==> config.mk <==
export PLATFORM = sky130hd
export DESIGN_NAME = gb_timer_subsys
export DESIGN_NICKNAME = d
export VERILOG_FILES = /design/src/logic/gb_timer_pkg.sv /design/src/logic/gb_bus_pkg.sv /design/src/logic/gb_timer_subsys.sv /design/src/logic/int_ctrl.sv /design/src/logic/timer_core.sv /design/src/logic/timer_regs.sv
export SDC_FILE = /design/constraint.sdc
export NUM_CORES = 1
export LEC_CHECK = 0
export BUFFER_PORTS_ARGS = -buffer_cell sky130_fd_sc_hd__buf_4
export CORE_MARGIN = 1.5
export CORE_UTILIZATION = 35
export CTS_BUF_LIST = sky130_fd_sc_hd__clkbuf_4 sky130_fd_sc_hd__clkbuf_8 sky130_fd_sc_hd__clkbuf_16
export DETAILED_ROUTE_END_ITERATION = 10
export GPL_TIMING_DRIVEN = 0
export SLEW_MARGIN = 20
export SYNTH_ARGS = -nofsm -noshare
export SYNTH_HDL_FRONTEND = slang
export SYNTH_HIERARCHICAL = 1
export SYNTH_SLANG_ARGS = --single-unit
==> constraint.sdc <==
create_clock -name clk -period 2.35 [get_ports clk]
set_clock_uncertainty 0.2 [all_clocks]
set_input_delay 0.1175 -clock clk [delete_from_list [all_inputs] [get_ports clk]]
set_output_delay 0.1175 -clock clk [all_outputs]
set_load 0.02 [all_outputs]
==> src/logic/gb_timer_pkg.sv <==
`default_nettype none

package gb_timer_pkg;

  // Writable part of TAC
  // Bit 2 enables TIMA, bits 1:0 pick the rate
  typedef struct packed {
    logic       enable;
    logic [1:0] clock_select;
  } tac_t;

  // Counter state seen by the read mux
  typedef struct packed {
    logic [7:0] div_hi;
    logic [7:0] tima;
  } timer_state_t;

  // Bus write into TIMA
  // Strobe is high for the write cycle only
  typedef struct packed {
    logic       strobe;
    logic [7:0] value;
  } tima_wr_t;

  // Prescaler limits per clock select
  // TIMA advances once every limit+1 clocks

  // 4096 Hz at the DMG clock
  localparam logic [9:0] TIMER_LIMIT_00 = 10'd1023;

  // 262144 Hz
  localparam logic [9:0] TIMER_LIMIT_01 = 10'd15;

  // 65536 Hz
  localparam logic [9:0] TIMER_LIMIT_10 = 10'd63;

  // 16384 Hz
  localparam logic [9:0] TIMER_LIMIT_11 = 10'd255;

  // Timer bit position in IF and IE
  localparam int IRQ_TIMER = 2;

endpackage

`default_nettype wire

==> src/logic/gb_bus_pkg.sv <==
`default_nettype none

package gb_bus_pkg;

  // Request from the CPU side into the peripherals
  // Read and write enables act as single-cycle strobes
  typedef struct packed {
    logic [15:0] addr;
    logic [7:0]  wdata;
    logic        write_en;
    logic        read_en;
  } bus_req_t;

  // Divider, upper byte only visible
  localparam logic [15:0] ADDR_DIV = 16'hFF04;

  // Timer counter
  localparam logic [15:0] ADDR_TIMA = 16'hFF05;

  // Timer modulo, reload value on overflow
  localparam logic [15:0] ADDR_TMA = 16'hFF06;

  // Timer control, enable and clock select
  localparam logic [15:0] ADDR_TAC = 16'hFF07;

  // Interrupt flags
  localparam logic [15:0] ADDR_IF = 16'hFF0F;

  // Interrupt enables
  localparam logic [15:0] ADDR_IE = 16'hFFFF;

  // Open bus value
  // Blocks drive this when not selected so the top can AND them
  localparam logic [7:0] RDATA_IDLE = 8'hFF;

endpackage

`default_nettype wire
==> src/logic/gb_timer_subsys.sv <==
`timescale 1ns/10ps
`default_nettype none

module gb_timer_subsys #(
  parameter int NUM_IRQ = 5
) (
  input  wire logic                 clk,
  input  wire logic                 reset,
  input  wire gb_bus_pkg::bus_req_t bus,
  output logic [7:0]                rdata,
  input  wire logic [NUM_IRQ-1:0]   ext_irq_req,
  output logic                      irq
);

  // Read data from each block, 0xFF when not selected
  logic [7:0] timer_rdata;
  logic [7:0] int_rdata;

  // Configuration and strobes into the counter
  gb_timer_pkg::tac_t     tac;
  logic [7:0]             tma;
  logic                   div_clear;
  gb_timer_pkg::tima_wr_t tima_wr;

  // Counter state back for reads
  gb_timer_pkg::timer_state_t state;

  // Overflow pulse towards IF
  logic timer_req;

  timer_regs u_timer_regs (
    .clk       (clk),
    .reset     (reset),
    .bus       (bus),
    .state     (state),
    .rdata     (timer_rdata),
    .tac       (tac),
    .tma       (tma),
    .div_clear (div_clear),
    .tima_wr   (tima_wr)
  );

  timer_core u_timer_core (
    .clk       (clk),
    .reset     (reset),
    .tac       (tac),
    .tma       (tma),
    .div_clear (div_clear),
    .tima_wr   (tima_wr),
    .state     (state),
    .timer_req (timer_req)
  );

  int_ctrl #(
    .NUM_IRQ (NUM_IRQ)
  ) u_int_ctrl (
    .clk         (clk),
    .reset       (reset),
    .bus         (bus),
    .timer_req   (timer_req),
    .ext_irq_req (ext_irq_req),
    .rdata       (int_rdata),
    .irq         (irq)
  );

  // Idle blocks drive all ones, so AND merges the reads
  assign rdata = timer_rdata & int_rdata;

endmodule

`default_nettype wire

==> src/logic/int_ctrl.sv <==
`timescale 1ns/10ps
`default_nettype none

module int_ctrl #(
  parameter int NUM_IRQ = 5
) (
  input  wire logic                 clk,
  input  wire logic                 reset,
  input  wire gb_bus_pkg::bus_req_t bus,
  input  wire logic                 timer_req,
  input  wire logic [NUM_IRQ-1:0]   ext_irq_req,
  output logic [7:0]                rdata,
  output logic                      irq
);

  // Implemented interrupt lines
  localparam logic [7:0] IRQ_MASK = 8'hFF >> (8 - NUM_IRQ);

  // Stored flags and enables, bits above NUM_IRQ held at 0
  logic [7:0] if_q;
  logic [7:0] ie_q;

  // All requests this cycle, widened to a byte
  logic [7:0] req;

  // Decode
  logic if_sel;
  logic ie_sel;

  assign if_sel = (bus.addr == gb_bus_pkg::ADDR_IF);
  assign ie_sel = (bus.addr == gb_bus_pkg::ADDR_IE);

  // Timer bit comes from the core, never from outside
  always_comb begin
    req = 8'h00;
    req[NUM_IRQ-1:0] = ext_irq_req;
    req[gb_timer_pkg::IRQ_TIMER] = timer_req;
  end

  // IF, a request wins over a clearing write in the same cycle
  always_ff @(posedge clk or posedge reset) begin
    if (reset) begin
      if_q <= 8'h00;
    end else if (bus.write_en && if_sel) begin
      if_q <= (bus.wdata | req) & IRQ_MASK;
    end else begin
      if_q <= (if_q | req) & IRQ_MASK;
    end
  end

  // IE, bus only
  always_ff @(posedge clk or posedge reset) begin
    if (reset) begin
      ie_q <= 8'h00;
    end else if (bus.write_en && ie_sel) begin
      ie_q <= bus.wdata & IRQ_MASK;
    end
  end

  // Read mux, missing lines read as 1
  always_comb begin
    rdata = gb_bus_pkg::RDATA_IDLE;
    if (bus.read_en) begin
      if (if_sel) begin
        rdata = if_q | ~IRQ_MASK;
      end else if (ie_sel) begin
        rdata = ie_q | ~IRQ_MASK;
      end
    end
  end

  // Any pending and enabled line
  assign irq = |(if_q & ie_q);

  // Upper bits stay clear whatever the bus or requests do
  unused_bits_clear_a: assert property (
    @(posedge clk) disable iff (reset)
    ((if_q & ~IRQ_MASK) == 8'h00) && ((ie_q & ~IRQ_MASK) == 8'h00)
  );

endmodule

`default_nettype wire

==> src/logic/timer_core.sv <==
`timescale 1ns/10ps
`default_nettype none

module timer_core (
  input  wire logic                     clk,
  input  wire logic                     reset,
  input  wire gb_timer_pkg::tac_t       tac,
  input  wire logic [7:0]               tma,
  input  wire logic                     div_clear,
  input  wire gb_timer_pkg::tima_wr_t   tima_wr,
  output gb_timer_pkg::timer_state_t    state,
  output logic                          timer_req
);

  // Full 16-bit divider, only the upper byte is exposed
  logic [15:0] div;

  // Timer counter
  logic [7:0] tima;

  // Clocks since the last TIMA step
  logic [9:0] prescaler;

  // Clocks per TIMA step, minus one
  logic [9:0] limit;

  // Prescaler has reached the limit this cycle
  logic tick;

  // TIMA wraps on this tick
  logic overflow;

  // Rate select
  always_comb begin
    case (tac.clock_select)
      2'b00:   limit = gb_timer_pkg::TIMER_LIMIT_00;
      2'b01:   limit = gb_timer_pkg::TIMER_LIMIT_01;
      2'b10:   limit = gb_timer_pkg::TIMER_LIMIT_10;
      default: limit = gb_timer_pkg::TIMER_LIMIT_11;
    endcase
  end

  // Greater-or-equal so a shortened limit still fires
  assign tick     = tac.enable && (prescaler >= limit);
  assign overflow = tick && (tima == 8'hFF);

  // Divider counts every clock
  always_ff @(posedge clk or posedge reset) begin
    if (reset) begin
      div <= 16'h0000;
    end else if (div_clear) begin
      div <= 16'h0000;
    end else begin
      div <= div + 16'd1;
    end
  end

  // Prescaler runs only while enabled, holds otherwise
  always_ff @(posedge clk or posedge reset) begin
    if (reset) begin
      prescaler <= 10'd0;
    end else if (tac.enable) begin
      if (tick) begin
        prescaler <= 10'd0;
      end else begin
        prescaler <= prescaler + 10'd1;
      end
    end
  end

  // TIMA, bus write wins over the counter
  always_ff @(posedge clk or posedge reset) begin
    if (reset) begin
      tima <= 8'h00;
    end else if (tima_wr.strobe) begin
      tima <= tima_wr.value;
    end else if (overflow) begin
      // Reload from TMA at the wrapping edge
      tima <= tma;
    end else if (tick) begin
      tima <= tima + 8'h01;
    end
  end

  // Request is high for the cycle after the reload
  // A bus write to TIMA on the same edge cancels the overflow
  always_ff @(posedge clk or posedge reset) begin
    if (reset) begin
      timer_req <= 1'b0;
    end else begin
      timer_req <= overflow && !tima_wr.strobe;
    end
  end

  assign state.div_hi = div[15:8];
  assign state.tima   = tima;

  // Shortest period is 16 clocks, so the pulse never stretches
  timer_req_single_a: assert property (
    @(posedge clk) disable iff (reset)
    timer_req |=> !timer_req
  );

endmodule

`default_nettype wire

==> src/logic/timer_regs.sv <==
`timescale 1ns/10ps
`default_nettype none

module timer_regs (
  input  wire logic                       clk,
  input  wire logic                       reset,
  input  wire gb_bus_pkg::bus_req_t       bus,
  input  wire gb_timer_pkg::timer_state_t state,
  output logic [7:0]                      rdata,
  output gb_timer_pkg::tac_t              tac,
  output logic [7:0]                      tma,
  output logic                            div_clear,
  output gb_timer_pkg::tima_wr_t          tima_wr
);

  // Address decode
  logic div_sel;
  logic tima_sel;
  logic tma_sel;
  logic tac_sel;

  assign div_sel  = (bus.addr == gb_bus_pkg::ADDR_DIV);
  assign tima_sel = (bus.addr == gb_bus_pkg::ADDR_TIMA);
  assign tma_sel  = (bus.addr == gb_bus_pkg::ADDR_TMA);
  assign tac_sel  = (bus.addr == gb_bus_pkg::ADDR_TAC);

  // Configuration registers
  always_ff @(posedge clk or posedge reset) begin
    if (reset) begin
      tma <= 8'h00;
      // Timer stopped out of reset
      tac <= '0;
    end else if (bus.write_en) begin
      if (tma_sel) begin
        tma <= bus.wdata;
      end
      if (tac_sel) begin
        // Only the low three bits are kept
        tac <= gb_timer_pkg::tac_t'(bus.wdata[2:0]);
      end
    end
  end

  // Strobes towards the counter block
  // Any value written to DIV clears it
  assign div_clear = bus.write_en && div_sel;

  // TIMA lives in the core, so pass the write through as a strobe
  assign tima_wr.strobe = bus.write_en && tima_sel;
  assign tima_wr.value  = bus.wdata;

  // Read mux, combinational
  always_comb begin
    rdata = gb_bus_pkg::RDATA_IDLE;
    if (bus.read_en) begin
      if (div_sel) begin
        rdata = state.div_hi;
      end else if (tima_sel) begin
        rdata = state.tima;
      end else if (tma_sel) begin
        rdata = tma;
      end else if (tac_sel) begin
        // Unused TAC bits read back as 1
        rdata = {5'b11111, tac};
      end
    end
  end

  // The counter never sees both strobes at once
  // It would otherwise have to pick between a DIV clear and a TIMA load
  div_tima_exclusive_a: assert property (
    @(posedge clk) disable iff (reset)
    !(div_clear && tima_wr.strobe)
  );

endmodule

`default_nettype wire

Yosys cells after proc, flatten, opt, wreduce, memory -nomap -nowiden
Cells that the tools add are included.
{"block": "totals", "regBits": 56, "output_inout_bits": 9}
{"block": "op_classes", "eq_ne": 9, "bitwise": 4, "n_mux": 15, "addsub": 3, "n_reduce_logical": 13, "order_cmp": 1}
{"op": "$eq A16 B16 Y1 const B", "n": 6}
{"op": "$mux W8", "n": 8}
{"op": "$pmux W10 S3", "n": 1}
{"op": "$add A16 B1 Y16 const B", "n": 1}
{"op": "$mux W16", "n": 1}
{"op": "$mux W5", "n": 3}
{"op": "$add A10 B1 Y10 const B", "n": 1}
{"op": "$ge A10 B10 Y1", "n": 1}
{"op": "$mux W10", "n": 1}
{"op": "$or A5 B5 Y5", "n": 2}
{"op": "$add A8 B1 Y8 const B", "n": 1}
{"op": "$and A8 B8 Y8", "n": 1}
{"op": "$eq A8 B8 Y1 const B", "n": 1}
{"op": "$reduce_or A8 Y1", "n": 1}
{"op": "$logic_and A1 B1 Y1", "n": 7}
{"op": "$and A5 B5 Y5", "n": 1}
{"op": "$reduce_and A2 Y1", "n": 2}
{"op": "$mux W3", "n": 1}
{"op": "$reduce_bool A3 Y1", "n": 1}
{"op": "$eq A2 B1 Y1 const B", "n": 1}
{"op": "$eq A2 B2 Y1 const B", "n": 1}
{"op": "$logic_not A2 Y1", "n": 1}
{"op": "$logic_not A1 Y1", "n": 1}

Depth between registers and ports, before layout
{"block": "logic_depth", "depth_word": 7, "depth_mapped": 10}

Modules after synthesis
Netlist, hierarchy kept.
{"mod": "timer_core", "cells_per_inst": 231, "n_inst": 1, "area_each_um2": 2172.1}
{"mod": "timer_regs", "cells_per_inst": 73, "n_inst": 1, "area_each_um2": 797.0}
{"mod": "int_ctrl", "cells_per_inst": 58, "n_inst": 1, "area_each_um2": 570.5}
{"mod": "gb_timer_subsys", "cells_per_inst": 8, "n_inst": 1, "area_each_um2": 50.0}

Worst setup path before layout
No wires, ideal clock.
{"block": "synth_timing", "path_type": "input port to flip-flop", "from": "input bus[14] (netlist name)", "to": "register u_timer_core.tima[0]", "slack_ps": -467, "path_buffers": 1, "path_stages": 6, "t_arrival_ps": 2492, "setup_ps": 126, "cell_sequence": "or4b_4 or4_1 nor3b_1 clkbuf_1 a211oi_1 a221o_1"}
{"item": "start: declaration", "line_no": "gb_timer_subsys.sv:9", "text": "input wire gb_bus_pkg::bus_req_t bus,"}
{"item": "end signal: assignment", "line_no": "timer_core.sv:76", "text": "tima <= tima_wr.value;"}
{"item": "end signal: assignment", "line_no": "timer_core.sv:79", "text": "tima <= tma;"}
{"item": "end signal: assignment", "line_no": "timer_core.sv:81", "text": "tima <= tima + 8'h01;"}
{"item": "end: declaration", "line_no": "timer_core.sv:19", "text": "logic [7:0] tima;"}

Final worst setup path
{"block": "layout_timing", "from": "register u_timer_regs/tac[1] (netlist name)", "to": "register u_timer_core.tima[0]"}
{"block": "layout_between", "elab_chain_cells": 7}
{"item": "$eq A2 B2 Y1, or another cell as far along", "line_no": "timer_core.sv:35", "text": "case (tac.clock_select)"}
{"item": "$pmux W10 S3 (*)", "line_no": "timer_core.sv:35"}
{"item": "$ge A10 B10 Y1 (*)", "line_no": "timer_core.sv:44", "text": "assign tick = tac.enable && (prescaler >= limit);"}
{"item": "$logic_and A1 B1 Y1 (*)", "line_no": "timer_core.sv:44"}
{"item": "$logic_and A1 B1 Y1", "line_no": "timer_core.sv:45", "text": "assign overflow = tick && (tima == 8'hFF);"}
{"item": "$mux W8", "line_no": "timer_core.sv:77", "text": "end else if (overflow) begin"}
{"item": "$mux W8", "line_no": "timer_core.sv:75", "text": "end else if (tima_wr.strobe) begin"}
Mark *: on every way between the ends. The rest lies on a longest branch, timed or not.
A chain may end at the register's enable or synchronous reset.

==> reports/qor.yml <==
min_period_ps: 2450
rows: 36
antenna_cells: 0
cts_sinks: 56
synth.distinct_cells: 69
async_flop_share_pct: 100
max_freq_mhz: 408
fin_util_pct: 46.2
setup_tns_ps: -225
root_buffer: "clkbuf_8"
critPathMaxStageDelay_ps: 410
syn_area_sq_um: 3590
p_sw_uw: 426
ios: 42
yosysTopAreaCell: "dfrtp_1"
maxCapViolCount: 0
pwr-share-seq_pct: 51.9
dr.first_iter.drc_count: 152
cts.reportedPaths.clkPinSlew_ps: 110
rsz0062_at_grt: "true"
muxShareOfSynthArea_pct: 7.74
start_util_pct: 36.4
synthSimpleGateAreaFrac_pct: 22.3
arrival_ps: 2500
drc: 0
cts_made_buffers: 5
hold_viol: 0
clk_path_buf_depth: 2
maxSlewHeadroom_pct: 57.2
power.share.switching_pct: 22.1
avgSynthCellArea_sq_um: 9.70
synthFlopType: "dfrtp_1"
insertion_delay_ps: 310
postRouteAntennaNets: 0
gp_congestion: 0.879
start_kind: "flip-flop"
worst_slew_pin_slew_ps: 637
ff_latch_area_sq_um: 1400
nets: 485
slowest_stage: "dfrtp_1"
synth-seq-area-share_pct: 39.0
place.port_buffers: 40
grt_max_degree: 19
min_period_over_period_pct: 104
vias: 3054
place_ws_ps: -514
drt-wirelength-per-cell_microns: 16.0
synth_compound_area_share_pct: 16.2
die-area_sq_um: 10900
synth_enable_flop_cells: 0
hold_end: "u_timer_regs/tma[0]$_DFFE_PP0P_"
timing.hold.ws_ps: 109
viasPerCell: 5.30
yosys_warnings: 6
antenna_found_initial: 0
setup_viol: 5
ys_ff_latch: 56
grt_remaining_overflow: 0
grt_pass1_wl_microns: 15700
yosysTopAreaCellShare_pct: 39.0
routed_wl_microns: 9220
clkPwrFrac_pct: 38.1
synth_area_leaders: "dfrtp_1 39%, mux2_2 4.7%, buf_4 4.0%"
status: "complete, but fails checks"
r2r_setup_slack_ps: -100
synthAdderAreaFrac_pct: 3.14
syn2layout_area_growth_pct: 27.0
required_ps: 2400
hp-class: "input port to flip-flop"
die_h_microns: 104
multi_input_area_sq_um: 2050
post-dp-hpwl_microns: 6590
reg2reg_to: "u_timer_core/tima[0]$_DFFE_PP0P_"
netlist_instances: 370
dr.pass1.iters: 4
grt_pass1_vias: 3099
end_kind: "flip-flop"
p_int_uw: 1500
hp-start: "bus[1]"
p_leak_uw: 0.00200
core_area_sq_um: 9860
r2r_start: "u_timer_regs/tac[1]$_DFFE_PP0P_"
worst-path-max-fanout: 3
synth_most_common_cell: "dfrtp_1"
nFillCells: 910
track_usage_pct: 17.7
synth_top_cells_by_count: "56 x dfrtp_1, 38 x nor2_1, 19 x buf_4, 19 x inv_1, 19 x nand2_1"
hold_path_depth: 3
r2r_cells: 9
cts_tree: "done"
path_cells: "inv_2 -> ha_4 -> ha_4 -> and4_4 -> o311ai_4 -> a211oi_2 -> buf_4 -> nor4b_2 -> a221o_1"
drive_gt1_share_pct: 29.8
slew_violations: 0
combPwrFrac_pct: 10.0
synthXorXnorAreaFrac_pct: 4.39
crit_top_cell: "ha_4"
powerDensity_nw_per_um2: 423
violations: "negative setup slack"
worst_slack_ps: -100
fp.dieW_microns: 104
htree_levels: 2
synth_top_family_by_area: "simple AND/OR/NAND/NOR gates"
critPathKind: "flip-flop to flip-flop"
vdd_drop_max_uv: 422
## state kept, by name (all words and copies together) (netlist names)
name / cells
u_timer_core/div: 16
u_timer_core/prescaler: 10
u_timer_core/tima: 8
u_timer_regs/tma: 8
u_int_ctrl/ie_q: 5
u_int_ctrl/if_q: 5
u_timer_regs/tac: 3
u_timer_core/timer_req: 1
## cells in the final DEF (no fill, tap or decap), types with 3 or more instances in the layout
cell and instances:
a211oi_1 7, ha_1 6, ha_4 3, a21oi_1 12
mux2_2 15, mux4_2 3, inv_1 16, o22a_1 5
and3_1 3, a221o_1 3, o21ai_1 6, nand3_1 15
mux2i_1 3, inv_2 3, or2_2 3, nor3_1 5
a211o_1 6, a31oi_1 8, xor2_1 8, o21ai_0 7
dlygate4sd3_1 17, or3_1 3, clkbuf_8 6, and2_1 9
clkbuf_1 5, nand4_1 11, buf_4 65, nand2b_1 6
nor2_1 37, xnor2_1 10, dfrtp_1 55, nand2_1 18
conb_1 3, nor2b_1 4
## per-layer routing
| metal | track usage, % | share of wire, % | up-vias |
|---|---|---|---|
| li1 | - | - | 1479 |
| met2 | 28.9 | 48 | 73 |
| met5 | 0 | 0 | - |
| met1 | 23.6 | 47 | 1492 |
| met3 | 3.01 | 3.2 | 10 |
| met4 | 6.25 | 1.3 | 0 |
## power by group through the flow
stage / registers (uW) / logic, uW / clock network, uW
final: 1000 / 194 / 734
after global routing: 1000 / 213 / 794
after CTS: 1000 / 194 / 763
after detailed placement: 1020 / 170 / 0
after global placement: 1020 / 162 / 0
after floorplan: 1010 / 85.9 / 0
## critical path, delay by kind of cell (launching register included)
family / cells / cell delay [ps]
buffers and inverters: 2 / 300
and+or+nand+nor: 2 / 460
AOI/OAI and AO/OA: 3 / 670
DFF: 1 / 410
adders and majority gates: 2 / 350
## cell families (layout without fill, tap and decap cells)
group	Yosys count	after routing
simple gates	140	140
compound gates	76	76
flops	56	56
buf+inv	48	119
mux	22	22
xor+xnor	18	18
fa+ha+maj	9	9
other cells	1	3
## metrics by stage
step	cell area, sq um	cells	total power (uW)
after floorplan	3620	372	1100
after global placement	4090	545	1180
after detailed placement	4120	546	1190
after CTS	4510	575	1960
after global routing	4560	576	2010
final	4560	576	1930
## worst max path at each step
stage	from	endpoint	slack, ps	cells after the start
after floorplan	u_timer_regs/tac[0]$_DFFE_PP0P_	u_timer_core/tima[2]$_DFFE_PP0P_	5	7
after global placement	bus[14]	u_timer_core/div[12]$_DFF_PP0_	-450	6
after detailed placement	bus[14]	u_timer_core/div[6]$_DFF_PP0_	-510	6
after CTS	u_timer_regs/tac[1]$_DFFE_PP0P_	u_timer_core/tima[2]$_DFFE_PP0P_	-40	8
after global routing	u_timer_regs/tac[1]$_DFFE_PP0P_	u_timer_core/tima[0]$_DFFE_PP0P_	-140	9
final	u_timer_regs/tac[1]$_DFFE_PP0P_	u_timer_core/tima[0]$_DFFE_PP0P_	-100	9
## final cells by class
| class | instances | share of cell area, % |
|---|---|---|
| timing repair buffer | 65 | 12.2 |
| multi-input combinational | 268 | 44.9 |
| clock inverter | 2 | 1.32 |
| clock buffer | 5 | 1.51 |
| inverter | 20 | 1.65 |
| buffer | 27 | 4.06 |
| tap | 133 | 3.65 |
| sequential | 56 | 30.8 |
## timing repair
item                       in CTS  in global routing
setup buffers                   5                  2
resized for setup              12                 10
cloned                          0                  0
hold buffers                   17                  0
setup endpoints to repair      32                 20
pin swaps                      11                  5
hold endpoints to repair       82                  0
No activity file was read; power rests on OpenSTA's default activity.
